==> src/rtl/memTypes.sv <==
package memTypes;

    localparam int BYTE_W      = 8;
    localparam int LANES       = 4;                 // Byte lanes per word
    localparam int MEM_DEPTH   = 256;               // Words per bank
    localparam int WORD_ADDR_W = $clog2(MEM_DEPTH);
    localparam int BYTE_OFF_W  = $clog2(LANES);

    typedef logic [LANES*BYTE_W-1:0] dataT;
    typedef logic [BYTE_W-1:0]       byteT;
    typedef logic [WORD_ADDR_W-1:0]  wordAddrT;
    typedef logic [BYTE_OFF_W-1:0]   byteOffT;
    typedef logic [LANES-1:0]        laneMaskT;

    // Access width of a load or store
    typedef enum logic [1:0]
    {
        ACC_BYTE = 2'd0,
        ACC_HALF = 2'd1,
        ACC_WORD = 2'd2
    } accessE;

    typedef enum logic [1:0]
    {
        ST_IDLE   = 2'd0,                           // Waiting for i_req
        ST_ACCESS = 2'd1,                           // Banks read or written
        ST_DONE   = 2'd2                            // Ack held until i_req drops
    } ctrlStateE;

    // One access as issued by the requester
    typedef struct packed
    {
        wordAddrT wordAddr;
        byteOffT  byteOff;
        accessE   size;
        logic     isUnsigned;                       // Zero-extend on load
        logic     write;                            // Store when set
        dataT     wrData;
    } memReqT;

    // Command to a single byte bank
    typedef struct packed
    {
        logic     en;                               // Access this cycle
        logic     wr;                               // Write wrByte
        wordAddrT addr;
        byteT     wrByte;
    } laneCmdT;

endpackage
==> src/rtl/byteLane.sv <==
module byteLane
(
    input  logic              i_clock,   // Clock
    input  memTypes::laneCmdT i_laneCmd, // Command from the controller
    output memTypes::byteT    o_rdByte   // Registered read byte
);

    import memTypes::*;

    byteT mem [MEM_DEPTH];

    // Read before write so a store returns the old byte
    always_ff @(posedge i_clock)
    begin
        if (i_laneCmd.en)
        begin
            o_rdByte <= mem[i_laneCmd.addr];
            if (i_laneCmd.wr)
                mem[i_laneCmd.addr] <= i_laneCmd.wrByte;
        end
    end

    wrNeedsEn: assert property (@(posedge i_clock)
        i_laneCmd.wr |-> i_laneCmd.en);

endmodule

==> config.mk <==
export PLATFORM = sky130hd
export DESIGN_NAME = byteLane
export DESIGN_NICKNAME = d
export VERILOG_FILES = /design/src/rtl/memTypes.sv /design/src/rtl/byteLane.sv
export SDC_FILE = /design/constraint.sdc
export NUM_CORES = 2
export LEC_CHECK = 0
export BUFFER_PORTS_ARGS = -buffer_cell sky130_fd_sc_hd__buf_2
export CORE_AREA = 8 8 452 454
export CTS_CLUSTER_SIZE = 16
export DETAILED_ROUTE_END_ITERATION = 16
export DIE_AREA = 0 0 460 462
export SLEW_MARGIN = 15
export SYNTH_ARGS = -nofsm -noshare
export SYNTH_HDL_FRONTEND = slang
export SYNTH_SLANG_ARGS = --single-unit
==> constraint.sdc <==
create_clock -name i_clock -period 2.6 [get_ports i_clock]
set_input_delay 0.13 -clock i_clock [delete_from_list [all_inputs] [get_ports i_clock]]
set_output_delay 0.13 -clock i_clock [all_outputs]
set_load 0.02 [all_outputs]
* Yosys cells after proc, flatten, opt, wreduce, memory -nomap -nowiden *
Memory sizes are Yosys's and may differ from the RTL's. A register that Yosys moved wholly into a read port is not among the register bits.
Cells that the tools add are included.

storage, ports and cells
  register bits after elaboration = 0
  latch bits = 0
  RAM bits = 2048
  memory bits (read-only) = 0
  input port bits = 19
  output and inout port bits = 8
  memories = 1

cells by class
  add/sub/neg operators = 0
  $mul = 0
  div/mod/pow operators = 0
  magnitude comparators = 0
  equality and inequality tests = 0
  shifts and indexed selects = 0
  muxes and demuxes = 3
  bitwise logic cells = 0
  reduce and logical (&&, ||, !) cells = 0

memory list
  memory  words  bits a word  rd ports  clocked after memory_dff  wr ports  line            source
  mem     256    8            1         1                         1         byteLane.sv:10  byteT mem [MEM_DEPTH];

operator list
  cell               number
  1-bit two-way mux  3

* Depth between registers and ports, before layout *
  word-level depth = 3
  gate-level depth with buffers = 9
  depth with buffers taken out = 5

* Worst setup path before layout *
OpenSTA, ideal clock, no wires.

  path type = input to register
  start point = input port i_laneCmd[8] (netlist bit)
  end point = memory mem[105][0] (netlist bit), enable pin
  setup time = 370 ps
  arrival = 2020 ps
  path slack = 210 ps
  cell stages on the path = 8
  path through = clkbuf_1 > buf_4 > buf_4 > buf_2 > nor3b_1 > nand2_1 > clkbuf_1 > nor2_1

RTL lines
  what             line            source
  start, declared  byteLane.sv:4   input memTypes::laneCmdT i_laneCmd,
  end, declared    byteLane.sv:10

Straight into the memory's write port.

==> run summary <==
Routability cong.: 0.800
Total wire length: 196,000 um
Synth warnings: 0
Max VDD drop: 0.754 mV
Worst-path clk slew: 0.06 ns
Cell with the most instances after synthesis: edfxtp_1
Vias in the first global route: 39,800
# Post-CTS Setup Buffers: 0
DIE AREA: 0.213 mm^2
Final Util: 47.5%
Clock Sinks: 2,056
Syn-to-layout area delta: 19.2%
Top cell type's share of synthesized area: 78.8%
Crit-path max FO: 1
DRT iter0 DRCs: 4,130
Chip Width: 460 um
Relative slew slack: 44.3%
Worst path max stage delay: 0.54 ns
Top cells by count, synth: 2,056 x edfxtp_1, 512 x mux4_2, 259 x nor2_1
Clock network latency to the later pin of the worst-skew pair: 0.84 ns
Mapped cell area: 0.0784 mm^2
Max-slew violations: 0
Met3 wire length: 14,000 um
Slowest cell on the critical path: o41ai_1
Max-Cap Viols: 0
CTS tree: built
Routed len/inst: 28.3 um
DP HPWL: 121,000 um
Ys flop type: edfxtp_1
Pwr/cell area: 745 mW/mm^2
Worst setup EP type: register
Total grt overflow: 0
FF-to-FF path depth: 6
DRC viols: 0
Synth area leader: edfxtp_1
Worst path depth: 6
Setup violators final: 0
Nets: 4,154
Worst-case clock buffer depth: 3
R2R Setup Slk: 0.06 ns
CP top delay family: compound AO/OA/AOI/OAI gates
Post-synth EDFFs: 2,056
Mapped Cells: 3,525
Highest Signal Layer: met5
Crit-path cells: mux4_2 > a22oi_1 > a21oi_1 > o41ai_1 > buf_4 > nand4_1
Starting Density: 39.9%
CTS H-tree lvls: 4
Setup TNS: 0 ns
Synth Net Count: 3,544
Io pins: 27
Type of the worst min-delay path: in -> reg
Period utilisation layout: 97.6%
Fillers: 16,000
Reg2Reg Launch Point: mem[109][0]
Initial antenna violation count: 6
Register area share after synthesis: 78.8%
Crit path buf inv count: 1
CTS Buf Count: 206
WP data arrival: 3.11 ns
DR vias/cell: 5.58
Setup crit start: mem[109][0]
Syn Area/Cell: 22.2 um^2
Terminus of the critical flop-to-flop path: o_rdByte[0]
Via Count: 38,800
Buffers on Ports: 26
Drt pass-1 iters: 8
Area contributors post-synth: edfxtp_1 79%, mux4_2 15%, a22oi_1 2.5%
Clock period minus final worst setup slack: 2.54 ns
End of the critical path: o_rdByte[0]
Worst Skew: 0.0448 ns
Fmax: 394 MHz
Root Buffer Master: clkbuf_16
P_leak: 29.5 nW
Largest net degree at the start of global routing: 108
Netlist cell types: 21
ANT nets after route: 0
RSZ-0062 raised after global routing: false
Routed length on met2: 95,800 um
Global-route wire length before repair: 284,000 um
Fraction of layout instances using a drive strength above 1: 33.9%
Async set-reset flop share out of synthesis: 0%
Worst setup path category: reg -> reg
Met1 WL: 81,300 um
Overall Global Routing Usage: 18.3%
Final Hold Vio Count: 0
Synth Register Bits: 2,056
Core area: 0.197 mm^2
Actual slew at the worst max-slew pin: 0.835 ns
Die height: 462 um
Critical Path RT: 3.17 ns
CP Launch Type: register
Status: complete, no violations
Rows: 163
==> sequential cells by signal, indices dropped and copies added (netlist names) <==
name,count
o_rdByte,8
mem,2048
==> stage by stage <==
step | std cells | area [um^2] | total power [W] | hold WS, ns | setup slack, ns
final | 6942 | 93400 | 0.0696 | 0.0649 | 0.0615
after CTS | 6938 | 93400 | 0.0702 | 0.0215 | 0.0152
after global placement | 6556 | 86500 | 0.0406 | 0.573 | -0.798
after floorplan | 3525 | 78400 | 0.0388 | 0.229 | 0.210
after global routing | 6938 | 93400 | 0.0715 | 0.0708 | 0.0142
after detailed placement | 6556 | 86500 | 0.0406 | 0.567 | -0.872
==> area by class of cell <==
cell class,instances,area (um^2),area share (%)
timing repair buffer,627,5810,6.22
sequential,2056,61700,66.1
multi-input combinational,1244,15800,16.9
tap,2640,3300,3.54
clock buffer,243,5360,5.74
clock inverter,128,1390,1.49
antenna,4,10.0,0.0107
==> kinds of logic after synthesis <==
logic type	synth area share [%]
compound gates	3.63
buf+inv	1.27
flops	78.8
mux	14.7
simple gates	1.60
==> what timing repair did <==
| action | 4_1_cts | 5_1_grt |
|---|---|---|
| endpoints found under the hold margin | 566 | 0 |
| setup endpoints to repair | 5 | 4 |
| hold buffers | 11 | 0 |
| gates resized for setup | 7 | 3 |
| pin swaps | 0 | 1 |
==> report_power, final <==
part	internal (W)	switching [W]	total, W	leakage (nW)
clock network	0.0173	0.0123	0.0297	3.29
logic	0.00134	0.00203	0.00337	7.78
registers	0.0365	0.0000279	0.0365	18.5
==> how the worst min path moves through the flow <==
stage	slack, ns	depth (start not counted)	start	to
finish	0.06	3	i_laneCmd[12]	mem[58][0]
global route	0.07	3	i_laneCmd[12]	mem[58][0]
CTS	0.02	3	i_laneCmd[12]	mem[58][0]
detailed placement	0.57	1	i_laneCmd[17]	o_rdByte[1]
global placement	0.57	1	i_laneCmd[17]	o_rdByte[1]
floorplan	0.23	0	i_laneCmd[0]	mem[0][0]
==> cell usage in the layout (no fill, tap or decap), types with 3 or more instances in the layout <==
cell type      Yosys  layout
nor2_1           259     258
inv_6              0       5
nor2b_1            6       4
a21oi_1          128     128
dlygate4sd3_1      0      11
edfxtp_1        2056    2056
nand3_1            4       4
clkbuf_16          0     209
nand4_1            8       8
clkinv_2           0      38
bufinv_16          0      27
buf_4             12     507
o41ai_1           32      21
nand2_1           30      14
clkinv_1           0      43
buf_8              0       9
o41ai_4            0       3
o41ai_2            0       8
clkbuf_1         143      34
mux4_2           512     512
a22oi_1          256     256
clkinvlp_4         0       9
clkinv_8           0       4
buf_12             0      83
buf_2             39      16
diode_2            0       4
nand2_2            0      16
==> per-layer routing <==
| layer | vias up | GRT usage [%] |
|---|---|---|
| met5 | - | 0 |
| met4 | 6 | 5.18 |
| met3 | 329 | 3.15 |
| met2 | 1500 | 29.9 |
| met1 | 20700 | 25.4 |
| li1 | 16200 | - |
==> tightest hold or removal path: cells and delay by family <==
| family | cells | cell delay [ns] |
|---|---|---|
| and+or+nand+nor | 2 | 0.35 |
| buffers and inverters | 1 | 0.22 |
Note: power is estimated with default switching activity, not from simulation.
