<file path="config.mk">
export PLATFORM = sky130hd
export DESIGN_NAME = accessController
export DESIGN_NICKNAME = d
export VERILOG_FILES = /design/src/rtl/memTypes.sv /design/src/rtl/accessController.sv
export SDC_FILE = /design/constraint.sdc
export NUM_CORES = 1
export LEC_CHECK = 0
export BUFFER_PORTS_ARGS = -buffer_cell sky130_fd_sc_hd__buf_2
export CORE_ASPECT_RATIO = 1.75
export CORE_UTILIZATION = 35
export CTS_BUF_LIST = sky130_fd_sc_hd__clkbuf_2
export DETAILED_ROUTE_END_ITERATION = 12
export GPL_TIMING_DRIVEN = 1
export PLACE_DENSITY_LB_ADDON = 0.08
export SYNTH_ARGS = -nofsm -noshare
export SYNTH_HDL_FRONTEND = slang
export SYNTH_SLANG_ARGS = --single-unit
</file>
<file path="constraint.sdc">
create_clock -name i_clock -period 2.8 [get_ports i_clock]
set_input_delay 0.28 -clock i_clock [delete_from_list [all_inputs] [get_ports i_clock]]
set_output_delay 0.28 -clock i_clock [all_outputs]
set_load 0.01 [all_outputs]
</file>
<file path="src/rtl/memTypes.sv">
package memTypes;

    localparam int BYTE_W      = 8;
    localparam int LANES       = 4;                 // Byte lanes per word
    localparam int MEM_DEPTH   = 256;               // Words per bank
    localparam int WORD_ADDR_W = $clog2(MEM_DEPTH);
    localparam int BYTE_OFF_W  = $clog2(LANES);

    typedef logic [LANES*BYTE_W-1:0] dataT;
    typedef logic [BYTE_W-1:0]       byteT;
    typedef logic [WORD_ADDR_W-1:0]  wordAddrT;
    typedef logic [BYTE_OFF_W-1:0]   byteOffT;
    typedef logic [LANES-1:0]        laneMaskT;

    // Access width of a load or store
    typedef enum logic [1:0]
    {
        ACC_BYTE = 2'd0,
        ACC_HALF = 2'd1,
        ACC_WORD = 2'd2
    } accessE;

    typedef enum logic [1:0]
    {
        ST_IDLE   = 2'd0,                           // Waiting for i_req
        ST_ACCESS = 2'd1,                           // Banks read or written
        ST_DONE   = 2'd2                            // Ack held until i_req drops
    } ctrlStateE;

    // One access as issued by the requester
    typedef struct packed
    {
        wordAddrT wordAddr;
        byteOffT  byteOff;
        accessE   size;
        logic     isUnsigned;                       // Zero-extend on load
        logic     write;                            // Store when set
        dataT     wrData;
    } memReqT;

    // Command to a single byte bank
    typedef struct packed
    {
        logic     en;                               // Access this cycle
        logic     wr;                               // Write wrByte
        wordAddrT addr;
        byteT     wrByte;
    } laneCmdT;

endpackage
</file>
<file path="src/rtl/accessController.sv">
module accessController
(
    input  logic              i_clock,                     // Clock
    input  logic              i_rstN,                      // Reset
    input  logic              i_req,                       // Four-phase request
    input  memTypes::memReqT  i_request,                   // Stable while i_req
    output logic              o_ack,                       // Four-phase acknowledge
    output logic              o_alignError,                // Misaligned access
    output memTypes::laneCmdT o_laneCmd [memTypes::LANES], // Per-bank commands
    output memTypes::memReqT  o_captured                   // Request in service
);

    import memTypes::*;

    ctrlStateE state;
    ctrlStateE nextState;
    memReqT    captured;
    logic      capture;
    logic      reqAligned;
    logic      inAccess;
    logic      laneEn;
    laneMaskT  wrMask;
    laneMaskT  laneEnVec;
    dataT      laneData;

    assign capture  = (state == ST_IDLE) && i_req;
    assign inAccess = (state == ST_ACCESS);
    assign laneEn   = inAccess && !o_alignError;         // Misaligned keeps banks idle

    // Natural alignment of the incoming request
    always_comb
    begin
        case (i_request.size)
            ACC_BYTE:
                reqAligned = 1'b1;
            ACC_HALF:
                reqAligned = !i_request.byteOff[0];
            ACC_WORD:
                reqAligned = (i_request.byteOff == '0);
            default:
                reqAligned = 1'b0;                       // Unused size code
        endcase
    end

    always_comb
    begin
        nextState = state;
        case (state)
            ST_IDLE:
                if (i_req)
                    nextState = ST_ACCESS;
            ST_ACCESS:
                nextState = ST_DONE;
            ST_DONE:
                if (!i_req)
                    nextState = ST_IDLE;
            default:
                nextState = ST_IDLE;
        endcase
    end

    always_ff @(posedge i_clock)
    begin
        if (!i_rstN)
        begin
            state        <= ST_IDLE;
            o_ack        <= 1'b0;
            o_alignError <= 1'b0;
        end
        else
        begin
            state <= nextState;
            if (capture)
                o_alignError <= !reqAligned;
            if (inAccess)
                o_ack <= 1'b1;
            else if ((state == ST_DONE) && !i_req)
                o_ack <= 1'b0;                           // Fourth phase
        end
    end

    always_ff @(posedge i_clock)
    begin
        if (capture)
            captured <= i_request;
    end

    // Lanes touched by a store
    always_comb
    begin
        case (captured.size)
            ACC_BYTE:
                wrMask = laneMaskT'(1) << captured.byteOff;
            ACC_HALF:
                wrMask = laneMaskT'(3) << captured.byteOff;
            ACC_WORD:
                wrMask = '1;
            default:
                wrMask = '0;
        endcase
    end

    // Low store bytes moved up to the addressed lanes
    assign laneData = captured.wrData << {captured.byteOff, 3'b000};

    always_comb
    begin
        for (int lane = 0; lane < LANES; lane++)
        begin
            o_laneCmd[lane].en     = laneEn;             // All lanes read
            o_laneCmd[lane].wr     = laneEn && captured.write && wrMask[lane];
            o_laneCmd[lane].addr   = captured.wordAddr;
            o_laneCmd[lane].wrByte = laneData[BYTE_W*lane +: BYTE_W];
            laneEnVec[lane]        = o_laneCmd[lane].en;
        end
    end

    assign o_captured = captured;

    ackNotIdle: assert property (@(posedge i_clock) disable iff (!i_rstN)
        (state == ST_IDLE) |-> !o_ack);

    // Banks are driven only in the cycle right after a capture
    enOnlyInAccess: assert property (@(posedge i_clock) disable iff (!i_rstN)
        (laneEnVec != '0) |-> $past(capture));

    // An errored access must not have reached the banks
    errorNoLanes: assert property (@(posedge i_clock) disable iff (!i_rstN)
        ($rose(o_ack) && o_alignError) |-> ($past(laneEnVec) == '0));

endmodule

</file>
* Yosys cells after proc, flatten, opt, wreduce, memory -nomap -nowiden
Index checks and enable logic that the tools add are counted.
Word-level totals: flip-flop bits (word level) 50, latch bits 0, memory bits (writable) 0, ROM bits 0, input port bits 49, memories 0
Operators by class: $add $sub $neg 0, $mul 0, div/mod/pow operators 0, order comparisons 0, eq/ne operators 8, shift operators 3, multiplexer cells 7, bitwise logic cells 0, reduce and logical (&&, ||, !) cells 18
Operators by type and width (count):
- 32-bit by 5-bit << shifter with 32-bit output | 1
- 4-bit one-hot mux with 3 select lines | 1
- 1-bit logical AND | 8
- 2-bit logical NOT | 4
- 2-bit by 1-bit == test with 1-bit output, second input constant | 3
- 2-bit == test, second input constant | 3
- 2-bit one-hot mux with 3 select lines | 1
- 1-bit logical NOT | 4
- 2-bit two-way mux | 2
- 2-bit != test, second input constant | 2
- 1-bit by 2-bit << shifter with 4-bit output, first input constant | 1
- 2-bit by 2-bit << shifter with 4-bit output, first input constant | 1
- 1-bit one-hot mux with 3 select lines | 1
- 1-bit two-way mux | 2
- 2-bit AND reduction | 1
- 2-bit nonzero test | 1

* Depth between registers and ports, before layout
depth in word-level cells 4, gate-level depth with buffers 5, gate-level depth less buffers 3

* Least setup slack after synthesis
Ideal clock, no wire load.
path kind register to register, from register state[1], to register o_alignError, setup time 86 ps, arrival time 2707 ps, data required time 2714 ps, slack 7 ps, stages on the path, launching flop included 4, cell sequence dfxtp_1 -> nor3b_2 -> o211ai_1 -> o22ai_1
Between the ends: longest elaborated chain between the ends 2
RTL lines:
- from (decl) | RTL line accessController.sv:15 | ctrlStateE state;
- from (signal assigned) | RTL line accessController.sv:72 | state <= nextState;
- 2-bit logical NOT | RTL line accessController.sv:26 | assign capture = (state == ST_IDLE) && i_req;
- 1-bit logical AND | RTL line accessController.sv:26
- named net capture | RTL line accessController.sv:18 | logic capture;
- to (signal assigned) | RTL line accessController.sv:74 | o_alignError <= !reqAligned;
- to (decl) | RTL line accessController.sv:8 | output logic o_alignError,
The timed path passes the listed nets, and every way through them passes these cells. A chain may end at the register's enable or synchronous reset.

==> impl_results.md <==
- Post-Synthesis Cells: 195
- Synth-to-Final Area Change: 46.8%
- Dominant synthesized flop cell: edfxtp_1
- Synth area leader: edfxtp_1
- Total track usage: 16.6%
- Die width: 65.4 µm
- Leak pwr: 1.68 nW
- Largest net degree at the start of global routing: 41
- Worst-path cell chain: buf_4, nor2b_1, a211oi_1, a21oi_1, buf_2
- Period minus WS final: between 2 and 2.5 ns
- Final setup margin: 0.497 ns
- Area share of the largest cell type after synthesis: 56.2%
- Clock Pin Slew Worst Setup and Hold Paths: 0.24 ns
- Die H: 113 µm
- Number of global-route vias before repair: 1880
- Yosys cell types: 30
- Root Buffer: clkbuf_2
- Crit-path slowest cell: edfxtp_1
- Buf+Inv Stages, Crit Path: 2
- Final setup TNS: 0 ns
- Syn Nets: 244
- DRC violations left: 0
- Max FO, Critical Path: 17
- Async S/R FF share, synth: 0%
- PD cells: 444 nW/µm²
- Post-DR vias/cell: 4.50
- Ant diodes: 0
- Initial DRC count: 52
- Syn. warnings: 0
- CTS tree: built
- Grt total ovfl: 0
- Final hold violation count: 0
- Site Rows: 40
- Sequential share of the synthesized area: 59.4%
- FMAX: 434 MHz
- Syn Area/Cell: 12.6 µm²
- Synth top area cells: edfxtp_1, buf_4, mux2i_1, dfxtp_1, a21oi_1
- Run status: complete, no violations
- Clock latency on the worst-skew pair: 0.43 ns
- Slew HR: 63.7%
- Initial antenna violation count: 0
- H-tree depth: 2
- DR vias: 2075
- # resized after CTS: 0
- Setup Viol. Count Final: 0
- First-pass GRT wire length: 8990 µm
- Worst EP arrival: between 2 and 2.5 ns
- Number of max-cap violations: 0
- Hold Crit Class: in -> reg
- Max clock buf depth: 2
- Drt wl/cell: 13.4 µm
- Post-route clock period utilization: 82.3%
- EDFF count, synth: between 40 and 50
- Routability Congestion: 0.748
- Post-synth top cells: edfxtp_1, buf_4, mux2i_1, a21oi_1, nor2_1
- IO buf count: about 170
- RSZ-0062 raised after global routing: no
- CP Class: reg -> out
- Initial DRT Pass Iterations: 4
- Slowest cell delay on critical path: 0.73 ns
- CP delay by family, top: flip-flops
- Slew @ Worst Pin: 0.544 ns
- Post-synthesis register bit count: 50
- Num CTS Buffers: 5
- Layout cells sized above 1: 49.3%
- Max Slew Vio Count: 0
- WP data required: 2.52 ns
- Clock Sinks: 50
- Full die area: 7380 µm²
- Antenna viol nets, final: 0
- DRT Wirelength: approximately 6000 µm
- Fin nets: roughly 430
- Top-count cell post-synth: edfxtp_1
- Max VDD drop: 0.269 mV
- Core footprint: ~6800 µm²
- I/O pin count: 169
- Mapped Area: 2460 µm²
- Hold_buf cts: between 40 and 50
- Dpl ws: 1.01 ns
- CP endpoint kind: output port
- HPWL Detailed: 4490 µm
- # Post-CTS Setup Buffers: 0
- Hold slack final: 0.0922 ns
- Final core occ: 53.0%
- Startpoint Class: register
- Clk_skew: roughly 0.023 ns
- Initial Util: 36.1%
[registers in the layout, indices dropped and copies added, names as in the netlist]
name	cells
o_captured	46
o_ack	1
state	2
o_alignError	1
[cell usage in the layout (no fill, tap or decap)]
master         synthesis  final
a211oi_1               8      8
a21boi_0               1      1
a21oi_1               12     12
a21oi_2                1      1
and2_1                 9      9
and2b_1                1      1
buf_12                 1      1
buf_2                  1    168
buf_4                 38      4
clkbuf_2               1      6
clkinv_2               0      2
dfxtp_1                4      4
dlygate4sd3_1          0     46
edfxtp_1              46     46
inv_1                  1      1
mux2i_1               16     16
nand2_1               10     10
nand2b_1               1      1
nand3_2                1      1
nand3b_1               1      1
nor2_1                11     11
nor2_4                 1      1
nor2b_1                9      9
nor3b_2                2      1
nor3b_4                0      1
o211ai_1               1      1
o21a_1                 1      1
o21ai_0                2      2
o21ai_1                8      8
o21bai_1               1      1
o22ai_1                2      2
[through the flow]
step / instances / area [µm²] / total power [mW]
detailed placement: 407 / 3110 / 1.29
global route: 461 / 3610 / 1.69
global placement: 407 / 3110 / 1.28
CTS: 459 / 3590 / 1.63
finish: 461 / 3610 / 1.60
floorplan: 195 / 2460 / 1.16
[kinds of logic (layout without fill, tap and decap cells)]
group | Yosys count | after routing | synth area share (%)
buf+inv | 46 | 228 | 14.5
compound gates | 37 | 37 | 9.01
mux | 16 | 16 | 6.51
simple gates | 46 | 46 | 10.5
flops | 50 | 50 | 59.4
[report_power, final]
| group | internal [mW] | switching (mW) | total, mW |
|---|---|---|---|
| registers | 0.877 | 0.0449 | 0.922 |
| logic | 0.195 | 0.201 | 0.395 |
| clock network | 0.0627 | 0.221 | 0.283 |
[layout make-up]
type / instances / area (µm²)
fill: 655 / 3200
sequential: 50 / 1460
timing repair buffer: 219 / 1350
multi-input combinational: 99 / 647
tap: 84 / 105
clock buffer: 6 / 30.0
clock inverter: 2 / 10.0
inverter: 1 / 3.75
[worst paths after layout]
| check | startpoint | endpoint | slack [ns] | cells past startpoint |
|---|---|---|---|---|
| hold / removal | i_rstN | state[0]$_SDFFE_PN0P_ | 0.09 | 2 |
| hold reg to reg | o_ack$_SDFFE_PN0P_ | o_ack$_SDFFE_PN0P_ | 0.51 | 2 |
| setup / recovery | o_captured[37]$_DFFE_PP_ | o_laneCmd[4] | 0.50 | 5 |
| setup reg to reg | state[1]$_SDFFE_PN0P_ | o_captured[0]$_DFFE_PP_ | 1.25 | 2 |
[layer usage]
| metal | GRT usage [%] | part of all wire, % |
|---|---|---|
| met1 | 15.4 | 36 |
| met2 | 32.9 | 56 |
| met3 | 3.53 | 6.0 |
| met4 | 6.67 | 2.0 |
| met5 | 0 | 0 |
Note: power is estimated with default switching activity, not from simulation.
