`src/rtl/memTypes.sv`:
```
package memTypes;

    localparam int BYTE_W      = 8;
    localparam int LANES       = 4;                 // Byte lanes per word
    localparam int MEM_DEPTH   = 256;               // Words per bank
    localparam int WORD_ADDR_W = $clog2(MEM_DEPTH);
    localparam int BYTE_OFF_W  = $clog2(LANES);

    typedef logic [LANES*BYTE_W-1:0] dataT;
    typedef logic [BYTE_W-1:0]       byteT;
    typedef logic [WORD_ADDR_W-1:0]  wordAddrT;
    typedef logic [BYTE_OFF_W-1:0]   byteOffT;
    typedef logic [LANES-1:0]        laneMaskT;

    // Access width of a load or store
    typedef enum logic [1:0]
    {
        ACC_BYTE = 2'd0,
        ACC_HALF = 2'd1,
        ACC_WORD = 2'd2
    } accessE;

    typedef enum logic [1:0]
    {
        ST_IDLE   = 2'd0,                           // Waiting for i_req
        ST_ACCESS = 2'd1,                           // Banks read or written
        ST_DONE   = 2'd2                            // Ack held until i_req drops
    } ctrlStateE;

    // One access as issued by the requester
    typedef struct packed
    {
        wordAddrT wordAddr;
        byteOffT  byteOff;
        accessE   size;
        logic     isUnsigned;                       // Zero-extend on load
        logic     write;                            // Store when set
        dataT     wrData;
    } memReqT;

    // Command to a single byte bank
    typedef struct packed
    {
        logic     en;                               // Access this cycle
        logic     wr;                               // Write wrByte
        wordAddrT addr;
        byteT     wrByte;
    } laneCmdT;

endpackage
```
`src/rtl/loadAligner.sv`:
```
module loadAligner
(
    input  memTypes::byteT   i_laneBytes [memTypes::LANES], // Bank read bytes
    input  memTypes::memReqT i_captured,                   // Request in service
    output memTypes::dataT   o_rdData                      // Extended load result
);

    import memTypes::*;

    dataT        word;
    dataT        shifted;
    byteT        selByte;
    logic [15:0] selHalf;
    logic        fillBit;

    // Lane 0 is the least significant byte
    always_comb
    begin
        for (int lane = 0; lane < LANES; lane++)
            word[BYTE_W*lane +: BYTE_W] = i_laneBytes[lane];
    end

    assign shifted = word >> {i_captured.byteOff, 3'b000};
    assign selByte = shifted[7:0];
    assign selHalf = shifted[15:0];

    always_comb
    begin
        case (i_captured.size)
            ACC_BYTE:
            begin
                fillBit  = !i_captured.isUnsigned && selByte[7];
                o_rdData = {{24{fillBit}}, selByte};
            end
            ACC_HALF:
            begin
                fillBit  = !i_captured.isUnsigned && selHalf[15];
                o_rdData = {{16{fillBit}}, selHalf};
            end
            ACC_WORD:
            begin
                fillBit  = 1'b0;                   // Signedness ignored
                o_rdData = word;
            end
            default:
            begin
                fillBit  = 1'b0;
                o_rdData = word;
            end
        endcase
    end

endmodule

```
`config.mk`:
```
export PLATFORM = sky130hd
export DESIGN_NAME = loadAligner
export DESIGN_NICKNAME = d
export VERILOG_FILES = /design/src/rtl/memTypes.sv /design/src/rtl/loadAligner.sv
export SDC_FILE = /design/constraint.sdc
export NUM_CORES = 1
export LEC_CHECK = 0
export BUFFER_PORTS_ARGS = -buffer_cell sky130_fd_sc_hd__buf_4
export CORE_UTILIZATION = 34
export DETAILED_ROUTE_END_ITERATION = 16
export GPL_TIMING_DRIVEN = 0
export PLACE_DENSITY = 0.91
export SYNTH_ARGS = -nofsm -noshare
export SYNTH_HDL_FRONTEND = slang
export SYNTH_SLANG_ARGS = --single-unit
```
`constraint.sdc`:
```
create_clock -name vclk -period 2.3
set_clock_uncertainty 0.15 [all_clocks]
set_input_delay 0.115 -clock vclk [all_inputs]
set_output_delay 0.115 -clock vclk [all_outputs]
set_load 0.02 [all_outputs]
```
# Word-level counts from Yosys, hierarchy flattened
# Cells that the tools add are included.
[totals]
ff_bits = 0
in_bits = 78
out_inout_bits = 32
word_cells = 7
[classes]
eq_ne = 1
shifts = 1
mux = 1
reduce_logical = 4
[ops]
columns = ["op", "n"]
rows = [
  ["32-bit case mux with 2 select lines", 1],
  ["32-bit by 5-bit right shift with 16-bit output", 1],
  ["2-bit by 1-bit == test with 1-bit output (second input constant)", 1],
  ["1-bit logical AND", 2],
  ["2-bit zero test", 1],
  ["1-bit zero test", 1],
]

# Longest topological paths before layout
# Gate-level depths: netlist (run 1).
[depth]
depth_word = 3
mapped_depth = 5
depth_no_buf = 3

# Worst setup path after synthesis (run 1)
# Ideal clock, no wire load.
[synth_timing]
path_kind = "input-to-output"
startpoint = "input i_captured[37] (netlist bit)"
endpoint = "output o_rdData[22]"
arrival_ns = 1.490
required_ns = 2.035
path_slack_ns = 0.545
stages = 5
n_path_buf = 2
cell_sequence = "buf_6 -> mux4_2 -> a221oi_4 -> buf_6 -> o21ai_1"
[synth_via]
elab_chain_cells = 3
word_cells_on_any_way = 4
[synth_rtl]
columns = ["element", "line_no", "text"]
rows = [
  ["from (decl)", "loadAligner.sv:4", "input memTypes::memReqT i_captured,"],
  ["32-bit by 5-bit right shift with 16-bit output *", "loadAligner.sv:23", "assign shifted = word >> {i_captured.byteOff, 3'b000};"],
  ["1-bit logical AND (on tied branches)", "loadAligner.sv:37, loadAligner.sv:32", ""],
  ["32-bit case mux with 2 select lines *", "loadAligner.sv:29", "case (i_captured.size)"],
  ["to (decl)", "loadAligner.sv:5", "output memTypes::dataT o_rdData"],
]
# Every way passes the cells marked *; elsewhere a longest branch is shown, timed or not.

# Worst setup path in the final report (run 1)
[layout_timing]
startpoint = "input i_captured[37] (netlist bit)"
endpoint = "output o_rdData[28]"
# Same word-level chain as after synthesis.

==> results of run 1 <==
layout by cell type (no fill, tap or decap), types with 6 or more instances in the layout:
master,count
a22o_1,6
nand3b_1,7
nand2_1,28
mux2i_1,7
o21ai_1,10
clkbuf_1,10
o31ai_1,7
o21ai_0,7
buf_4,67
o211a_1,7
o2bb2ai_1,6
stage by stage:
step / hold WS, ps / power [mW] / setup slack (ps) / util (%) / std cells
after floorplan: 250 / 0.195 / 545 / - / 113
after global placement: 378 / 0.345 / 330 / 63.8 / 207
after detailed placement: 386 / 0.351 / 311 / 63.8 / 207
after CTS: 387 / 0.352 / 306 / 63.8 / 207
after global routing: 410 / 0.379 / 125 / 63.8 / 207
final: 383 / 0.353 / 293 / 63.8 / 207
layer usage:
layer	track usage [%]	part of all wire, %
met1	30.8	41
met2	44.9	48
met3	3.14	7.7
met4	11.3	3.2
met5	0	0
where the power goes:
part | leakage (nW) | switching, mW | internal [mW]
Clock | 0 | 0 | 0
Combinational | 0.662 | 0.190 | 0.163
Sequential | 0 | 0 | 0
kinds of logic (layout without fill, tap and decap cells):
family | Yosys count | in the layout | synth area share (%)
compound gates | 49 | 49 | 50.8
mux | 9 | 9 | 14.0
simple gates | 39 | 39 | 25.0
buf+inv | 16 | 83 | 10.1
final cells by class:
cell class | count | area share (%)
multi-input cells | 97 | 52.1
repair buffers | 67 | 39.4
inverters | 4 | 1.18
plain buffers | 12 | 4.70
well taps | 27 | 2.64
final timing paths:
path	startpoint	to	slack, ps	cells past startpoint
worst max-delay path	i_captured[37]	o_rdData[28]	290	6
worst min-delay path	i_laneBytes[31]	o_rdData[7]	380	4
==> results.sh, run 1 <==
export IMPL_outcome="finished clean"
export IMPL_grt_max_degree=11
export IMPL_stdcell_area_um2=1280
export IMPL_syn2layout_area_growth_pct=72.5
export IMPL_synthCells=113
export IMPL_syn_nets=191
export IMPL_seq_area_um2=0
export IMPL_wirelength_mm=2.98
export IMPL_syn_area_um2=741
export IMPL_cp_common_cell="buf_6"
export IMPL_synth_top_area_share_pct=14.2
export IMPL_timing_setup_tns_ps=0
export IMPL_max_freq_mhz=498
export IMPL_ios=110
export IMPL_grt_overflow_total=0
export IMPL_yosysWarningCount=0
export IMPL_worst_pin_slew_ps=583
export IMPL_yosysUniqueCellTypes=23
export IMPL_nFlopsAndLatches=0
export IMPL_ys_seq_area_share_pct=0
export IMPL_synth_commonest_cells="28 x nand2_1, 10 x clkbuf_1, 10 x o21ai_1"
export IMPL_final_hold_violation_count=0
export IMPL_postCtsSetupBuffers=0
export IMPL_wl_per_cell_um=14.4
export IMPL_crit_arrival_ps=1740
export IMPL_cap_viol_max_count=0
export IMPL_die_x_um=48.7
export IMPL_yosysMostFrequentCell="nand2_1"
export IMPL_power_density_nw_per_um2=276
export IMPL_period_needed_ps=2010
export IMPL_cpLargestDelayFamily="multiplexers"
export IMPL_ir_worst_vdd_mv=0.128
export IMPL_start_util_pct=37.0
export IMPL_fillers=201
export IMPL_cp_end_kind="output port"
export IMPL_num_vias=1186
export IMPL_die_area_um2=2370
export IMPL_layout_nets=260
export IMPL_grt_total_usage_pct=25.6
export IMPL_start_kind="primary input"
export IMPL_grt_pass1_wl_mm=4.93
export IMPL_max_stage_delay_ps=580
export IMPL_synth_avg_cell_area_um2=6.55
export IMPL_synth_top_area_cell="nand2_1"
export IMPL_drc_errors=0
export IMPL_hold_path_class="primary input to output port"
export IMPL_rsz0062_at_grt="no"
export IMPL_grt_pass1_vias=1159
export IMPL_setup_viol=0
export IMPL_gp_congestion=0.874
export IMPL_fp_dieH_um=48.7
export IMPL_io_buffers=67
export IMPL_min_period_over_period_pct=87.3
export IMPL_first_pass_iters=4
export IMPL_crit_slowest_cell="mux4_2"
export IMPL_antenna_found_initial=0
export IMPL_crit_required_ps=2040
export IMPL_place_area_um2=1280
export IMPL_slew_headroom_pct=61.1
export IMPL_nClkBuffers=0
export IMPL_placementRows=16
export IMPL_multiInputGateArea_um2=666
export IMPL_coreArea_um2=2000
export IMPL_netlist_top_cells_area="nand2_1 14%, mux2i_1 9.5%, o211a_1 9.5%"
export IMPL_cts_resized_gates=0
export IMPL_path_cells="buf_6, mux4_2, a221oi_4, buf_6, o21ai_1, buf_4"
export IMPL_ant_nets=0
export IMPL_path_buf_inv=3
export IMPL_post_route_cells_drive_above_1_share_pct=40.0
export IMPL_critPathMaxFanout=10
export IMPL_hold_buffers=0
export IMPL_p_leak_nw=0.662
export IMPL_dpl_hpwl_mm=2.46
export IMPL_slew_violations=0
export IMPL_drtIter0Drc=26
export IMPL_avgViaCountPerCell=5.73
export IMPL_critPathKind="primary input to output port"
export IMPL_antenna_diode_count=0
Note: power is estimated with default switching activity, not from simulation.
==> run 2: changes to the inputs <==
- BUFFER_PORTS_ARGS: -buffer_cell sky130_fd_sc_hd__buf_4 -> -buffer_cell sky130_fd_sc_hd__buf_2
- CORE_MARGIN: not set -> 2
- CORE_UTILIZATION: 34 -> 30
- PLACE_DENSITY: 0.91 -> 0.82
==> results.sh, run 2 (synthesized netlist as in run 1, its figures left out) <==
export IMPL_grt_overflow_total=0
export IMPL_cts_resized_gates=0
export IMPL_drc_errors=0
export IMPL_num_vias=1122
export IMPL_holdCritStartpoint="i_laneBytes[24]"
export IMPL_gp_congestion=0.850
export IMPL_post_route_cells_drive_above_1_share_pct=40.0
export IMPL_hold_buffers=0
export IMPL_use_met2_pct=33.1
export IMPL_ios=110
export IMPL_worst_pin_slew_ps=631
export IMPL_dpl_hpwl_mm=2.33
export IMPL_wirelength_mm=2.83
export IMPL_use_met1_pct=24.8
export IMPL_worst_hold_slack_ps=398
export IMPL_fillers=268
export IMPL_coreArea_um2=2410
export IMPL_max_freq_mhz=501
export IMPL_cap_viol_max_count=0
export IMPL_critPathMaxFanout=10
export IMPL_crit_path_start="i_captured[37]"
export IMPL_period_needed_ps=2000
export IMPL_layout_commonest_cell="buf_2"
export IMPL_power_uw=304
export IMPL_grt_pass1_wl_mm=4.14
export IMPL_layout_nets=260
export IMPL_nClkBuffers=0
export IMPL_grt_total_usage_pct=18.4
export IMPL_cp_end_kind="output port"
export IMPL_most_common_layout_cells="67 x buf_2, 28 x nand2_1, 10 x clkbuf_1, 10 x o21ai_1"
export IMPL_grt_pass1_vias=925
export IMPL_fp_dieH_um=53.7
export IMPL_placementRows=18
export IMPL_avgViaCountPerCell=5.34
export IMPL_p_leak_nw=0.612
export IMPL_critPathKind="primary input to output port"
export IMPL_first_pass_iters=4
export IMPL_outcome="finished clean"
export IMPL_die_area_um2=2880
export IMPL_crit_required_ps=2040
export IMPL_seq_area_um2=0
export IMPL_io_buffers=67
export IMPL_use_met3_pct=1.39
export IMPL_stdcell_area_um2=1110
export IMPL_antenna_diode_count=0
export IMPL_ir_worst_vdd_mv=0.146
export IMPL_power_density_nw_per_um2=273
export IMPL_timing_setup_tns_ps=0
export IMPL_ant_nets=0
export IMPL_syn2layout_area_growth_pct=50.3
export IMPL_crit_arrival_ps=1730
export IMPL_drtIter0Drc=38
export IMPL_start_util_pct=30.7
export IMPL_dp_cells=210
export IMPL_min_period_over_period_pct=86.9
export IMPL_fin_cells=210
export IMPL_die_x_um=53.7
export IMPL_slew_violations=0
export IMPL_postCtsSetupBuffers=0
export IMPL_start_kind="primary input"
export IMPL_rsz0062_at_grt="no"
export IMPL_setup_viol=0
export IMPL_wl_per_cell_um=13.5
export IMPL_place_area_um2=1110
export IMPL_grt_max_degree=11
export IMPL_globalRoute_busiestLayer="met2"
export IMPL_nFlopsAndLatches=0
export IMPL_hold_path_class="primary input to output port"
export IMPL_antenna_found_initial=0
export IMPL_slew_headroom_pct=57.9
export IMPL_final_hold_violation_count=0
run 2: changes by cell type in the layout (fill, tap and decap cells not counted):
cell   previous run  this run
buf_2             0        67
buf_4            67         0
run 2: worst paths after layout:
path	cells past startpoint	end
worst max-delay path	5	o_rdData[12]
worst min-delay path	4	o_rdData[0]
run 2: where the power goes:
| group | internal (mW) | switching (mW) | total, mW | leakage [nW] |
|---|---|---|---|---|
| sequential | 0 | 0 | 0 | 0 |
| clock | 0 | 0 | 0 | 0 |
| combinational | 0.119 | 0.185 | 0.304 | 0.612 |
run 2: final cells by class:
type / instances / area (um2) / area share, %
Multi-Input combinational cell: 97 / 666 / 59.8
Tap cell: 30 / 37.5 / 3.37
Buffer: 12 / 60.1 / 5.39
Timing Repair Buffer: 67 / 335 / 30.1
Inverter: 4 / 15.0 / 1.35
run 2: critical path, stage by stage:
cell and delay, ps:
buf_6 130, mux4_2 570, a21oi_1 550, o31ai_1 170, buf_2 190
run 2: routing by layer:
metal | vias to the layer above | routed length [um]
li1 | 560 | -
met1 | 516 | 1260
met2 | 46 | 1380
met3 | 0 | 193
met4 | 0 | 0
met5 | - | 0
run 2: per-stage QoR:
stage | worst slack [ps] | util [%]
6_report | 302 | 46.2
3_3_place_gp | 329 | 46.2
5_1_grt | 220 | 46.2
3_5_place_dp | 333 | 46.2
4_1_cts | 327 | 46.2
2_1_floorplan | 545 | -
==> run 3: changes to the inputs <==
- ABC_AREA: not set -> 1
- PLACE_DENSITY: 0.82 -> 0.77
- REMOVE_ABC_BUFFERS: not set -> 1
==> results.sh, run 3 <==
export IMPL_outcome="finished clean"
export IMPL_hold_buffers=0
export IMPL_cap_viol_max_count=0
export IMPL_p_leak_nw=0.700
export IMPL_final_hold_violation_count=0
export IMPL_wirelength_mm=2.93
export IMPL_antenna_found_initial=0
export IMPL_most_common_layout_cells="69 x buf_2, 67 x nand2_1, 34 x nand3_1"
export IMPL_die_x_um=57.0
export IMPL_synth_compound_area_share_pct=17.8
export IMPL_critPathMaxFanout=27
export IMPL_die_area_um2=3250
export IMPL_grt_pass1_wl_mm=4.96
export IMPL_post_place_ws_ps=439
export IMPL_synth_commonest_cells="67 x nand2_1, 34 x nand3_1, 28 x o21ai_0"
export IMPL_fin_cells=262
export IMPL_timing_setup_tns_ps=0
export IMPL_slew_violations=0
export IMPL_synth_top_area_share_pct=29.8
export IMPL_crit_arrival_ps=1600
export IMPL_grt_overflow_total=0
export IMPL_syn2layout_area_growth_pct=35.0
export IMPL_drc_errors=0
export IMPL_synth_avg_cell_area_um2=4.85
export IMPL_ys_seq_area_share_pct=0
export IMPL_hold_path_class="primary input to output port"
export IMPL_grt_total_usage_pct=17.8
export IMPL_antenna_diode_count=0
export IMPL_power_density_nw_per_um2=253
export IMPL_seq_area_um2=0
export IMPL_synthMuxAreaShare_pct=0
export IMPL_max_freq_mhz=536
export IMPL_dp_cells=262
export IMPL_gp_congestion=0.761
export IMPL_synth_xor_area_share_pct=0
export IMPL_cts_resized_gates=0
export IMPL_drtIter0Drc=61
export IMPL_wl_per_cell_um=11.2
export IMPL_fp_dieH_um=57.0
export IMPL_dpl_hpwl_mm=2.10
export IMPL_power_uw=289
export IMPL_setup_viol=0
export IMPL_period_needed_ps=1860
export IMPL_crit_slowest_cell="buf_2"
export IMPL_io_buffers=69
export IMPL_layout_commonest_cell="buf_2"
export IMPL_avgViaCountPerCell=4.96
export IMPL_rsz0062_at_grt="no"
export IMPL_cp_end_kind="output port"
export IMPL_layout_nets=311
export IMPL_coreArea_um2=2710
export IMPL_netlist_top_cells_area="nand2_1 30%, nand3_1 20%, o21ai_0 17%"
export IMPL_start_util_pct=31.1
export IMPL_num_vias=1300
export IMPL_syn_area_um2=843
export IMPL_slew_headroom_pct=62.1
export IMPL_worst_pin_slew_ps=564
export IMPL_yosysWarningCount=0
export IMPL_fillers=338
export IMPL_synth_top_area_cell="nand2_1"
export IMPL_worst_slack_ps=435
export IMPL_synth_top_family_by_area="simple AND/OR/NAND/NOR gates"
export IMPL_multiInputGateArea_um2=713
export IMPL_yosysUniqueCellTypes=17
export IMPL_critPathKind="primary input to output port"
export IMPL_nClkBuffers=0
export IMPL_min_period_over_period_pct=81.1
export IMPL_ir_worst_vdd_mv=0.125
export IMPL_placementRows=19
export IMPL_grt_max_degree=28
export IMPL_max_stage_delay_ps=430
export IMPL_grt_pass1_vias=1128
export IMPL_path_cells="buf_2, inv_4, nand2_1, nand3_1, nand2_2, nand3_4, nand3_1, buf_2"
export IMPL_yosysMostFrequentCell="nand2_1"
export IMPL_nFlopsAndLatches=0
export IMPL_first_pass_iters=4
export IMPL_synthCells=174
export IMPL_synthAdderAreaFrac_pct=0
export IMPL_postCtsSetupBuffers=0
export IMPL_synth_simple_gate_area_share_pct=66.8
export IMPL_ios=110
export IMPL_start_kind="primary input"
export IMPL_post_route_cells_drive_above_1_share_pct=34.2
export IMPL_crit_required_ps=2040
export IMPL_ant_nets=0
==> run 3: cell count changes in the layout (fill, tap and decap cells not counted), moves of 6 or more <==
cell | previous run | this run
o31ai_1 | 7 | 0
clkbuf_1 | 10 | 0
nand3_1 | 1 | 34
o211a_1 | 7 | 0
nand2_1 | 28 | 67
o21ai_1 | 10 | 2
mux2i_1 | 7 | 0
o21ai_0 | 7 | 28
nor2_1 | 0 | 15
nand3b_1 | 7 | 0
a22o_1 | 6 | 0
o2bb2ai_1 | 6 | 0
==> run 3: layer usage <==
layer  global-route usage (%)  up-vias  share of wire (%)
met4                     1.66        0               0.48
met3                     1.13        2                7.8
met5                        0        -                  0
li1                         -      693                  -
met1                     24.6      554                 45
met2                     31.7       51                 47
==> run 3: layout make-up <==
type | instances | area share, %
multi-input combinational | 153 | 62.6
inverter | 9 | 3.63
tap | 31 | 3.41
timing repair buffer | 69 | 30.3
==> run 3: cell families after synthesis <==
| logic type | after synthesis |
|---|---|
| AND/OR/NAND/NOR | 123 |
| AO/OA/AOI/OAI | 30 |
| buffers and inverters | 21 |
==> run 3: worst max-delay path, delay by kind of cell <==
kind                   cells  cell delay, ps
buffers and inverters      3             780
AND/OR/NAND/NOR            5             690
==> run 3: final timing paths <==
check,to,cells after the start,start,slack [ps]
worst max-delay path,o_rdData[25],8,i_captured[36],440
worst min-delay path,o_rdData[0],4,i_laneBytes[24],390
==> run 3: power by group <==
part | internal (mW) | leakage [nW] | total [mW] | switching [mW]
registers | 0 | 0 | 0 | 0
logic | 0.101 | 0.700 | 0.289 | 0.188
clock network | 0 | 0 | 0 | 0
total | 0.101 | 0.700 | 0.289 | 0.188
==> run 3: stage by stage <==
stage               utilization, %  area (um2)  hold WS [ps]
finish                        42.0        1140           391
floorplan                        -         754           255
CTS                           42.0        1140           395
global route                  42.0        1140           418
detailed placement            42.0        1140           393
global placement              42.0        1140           391
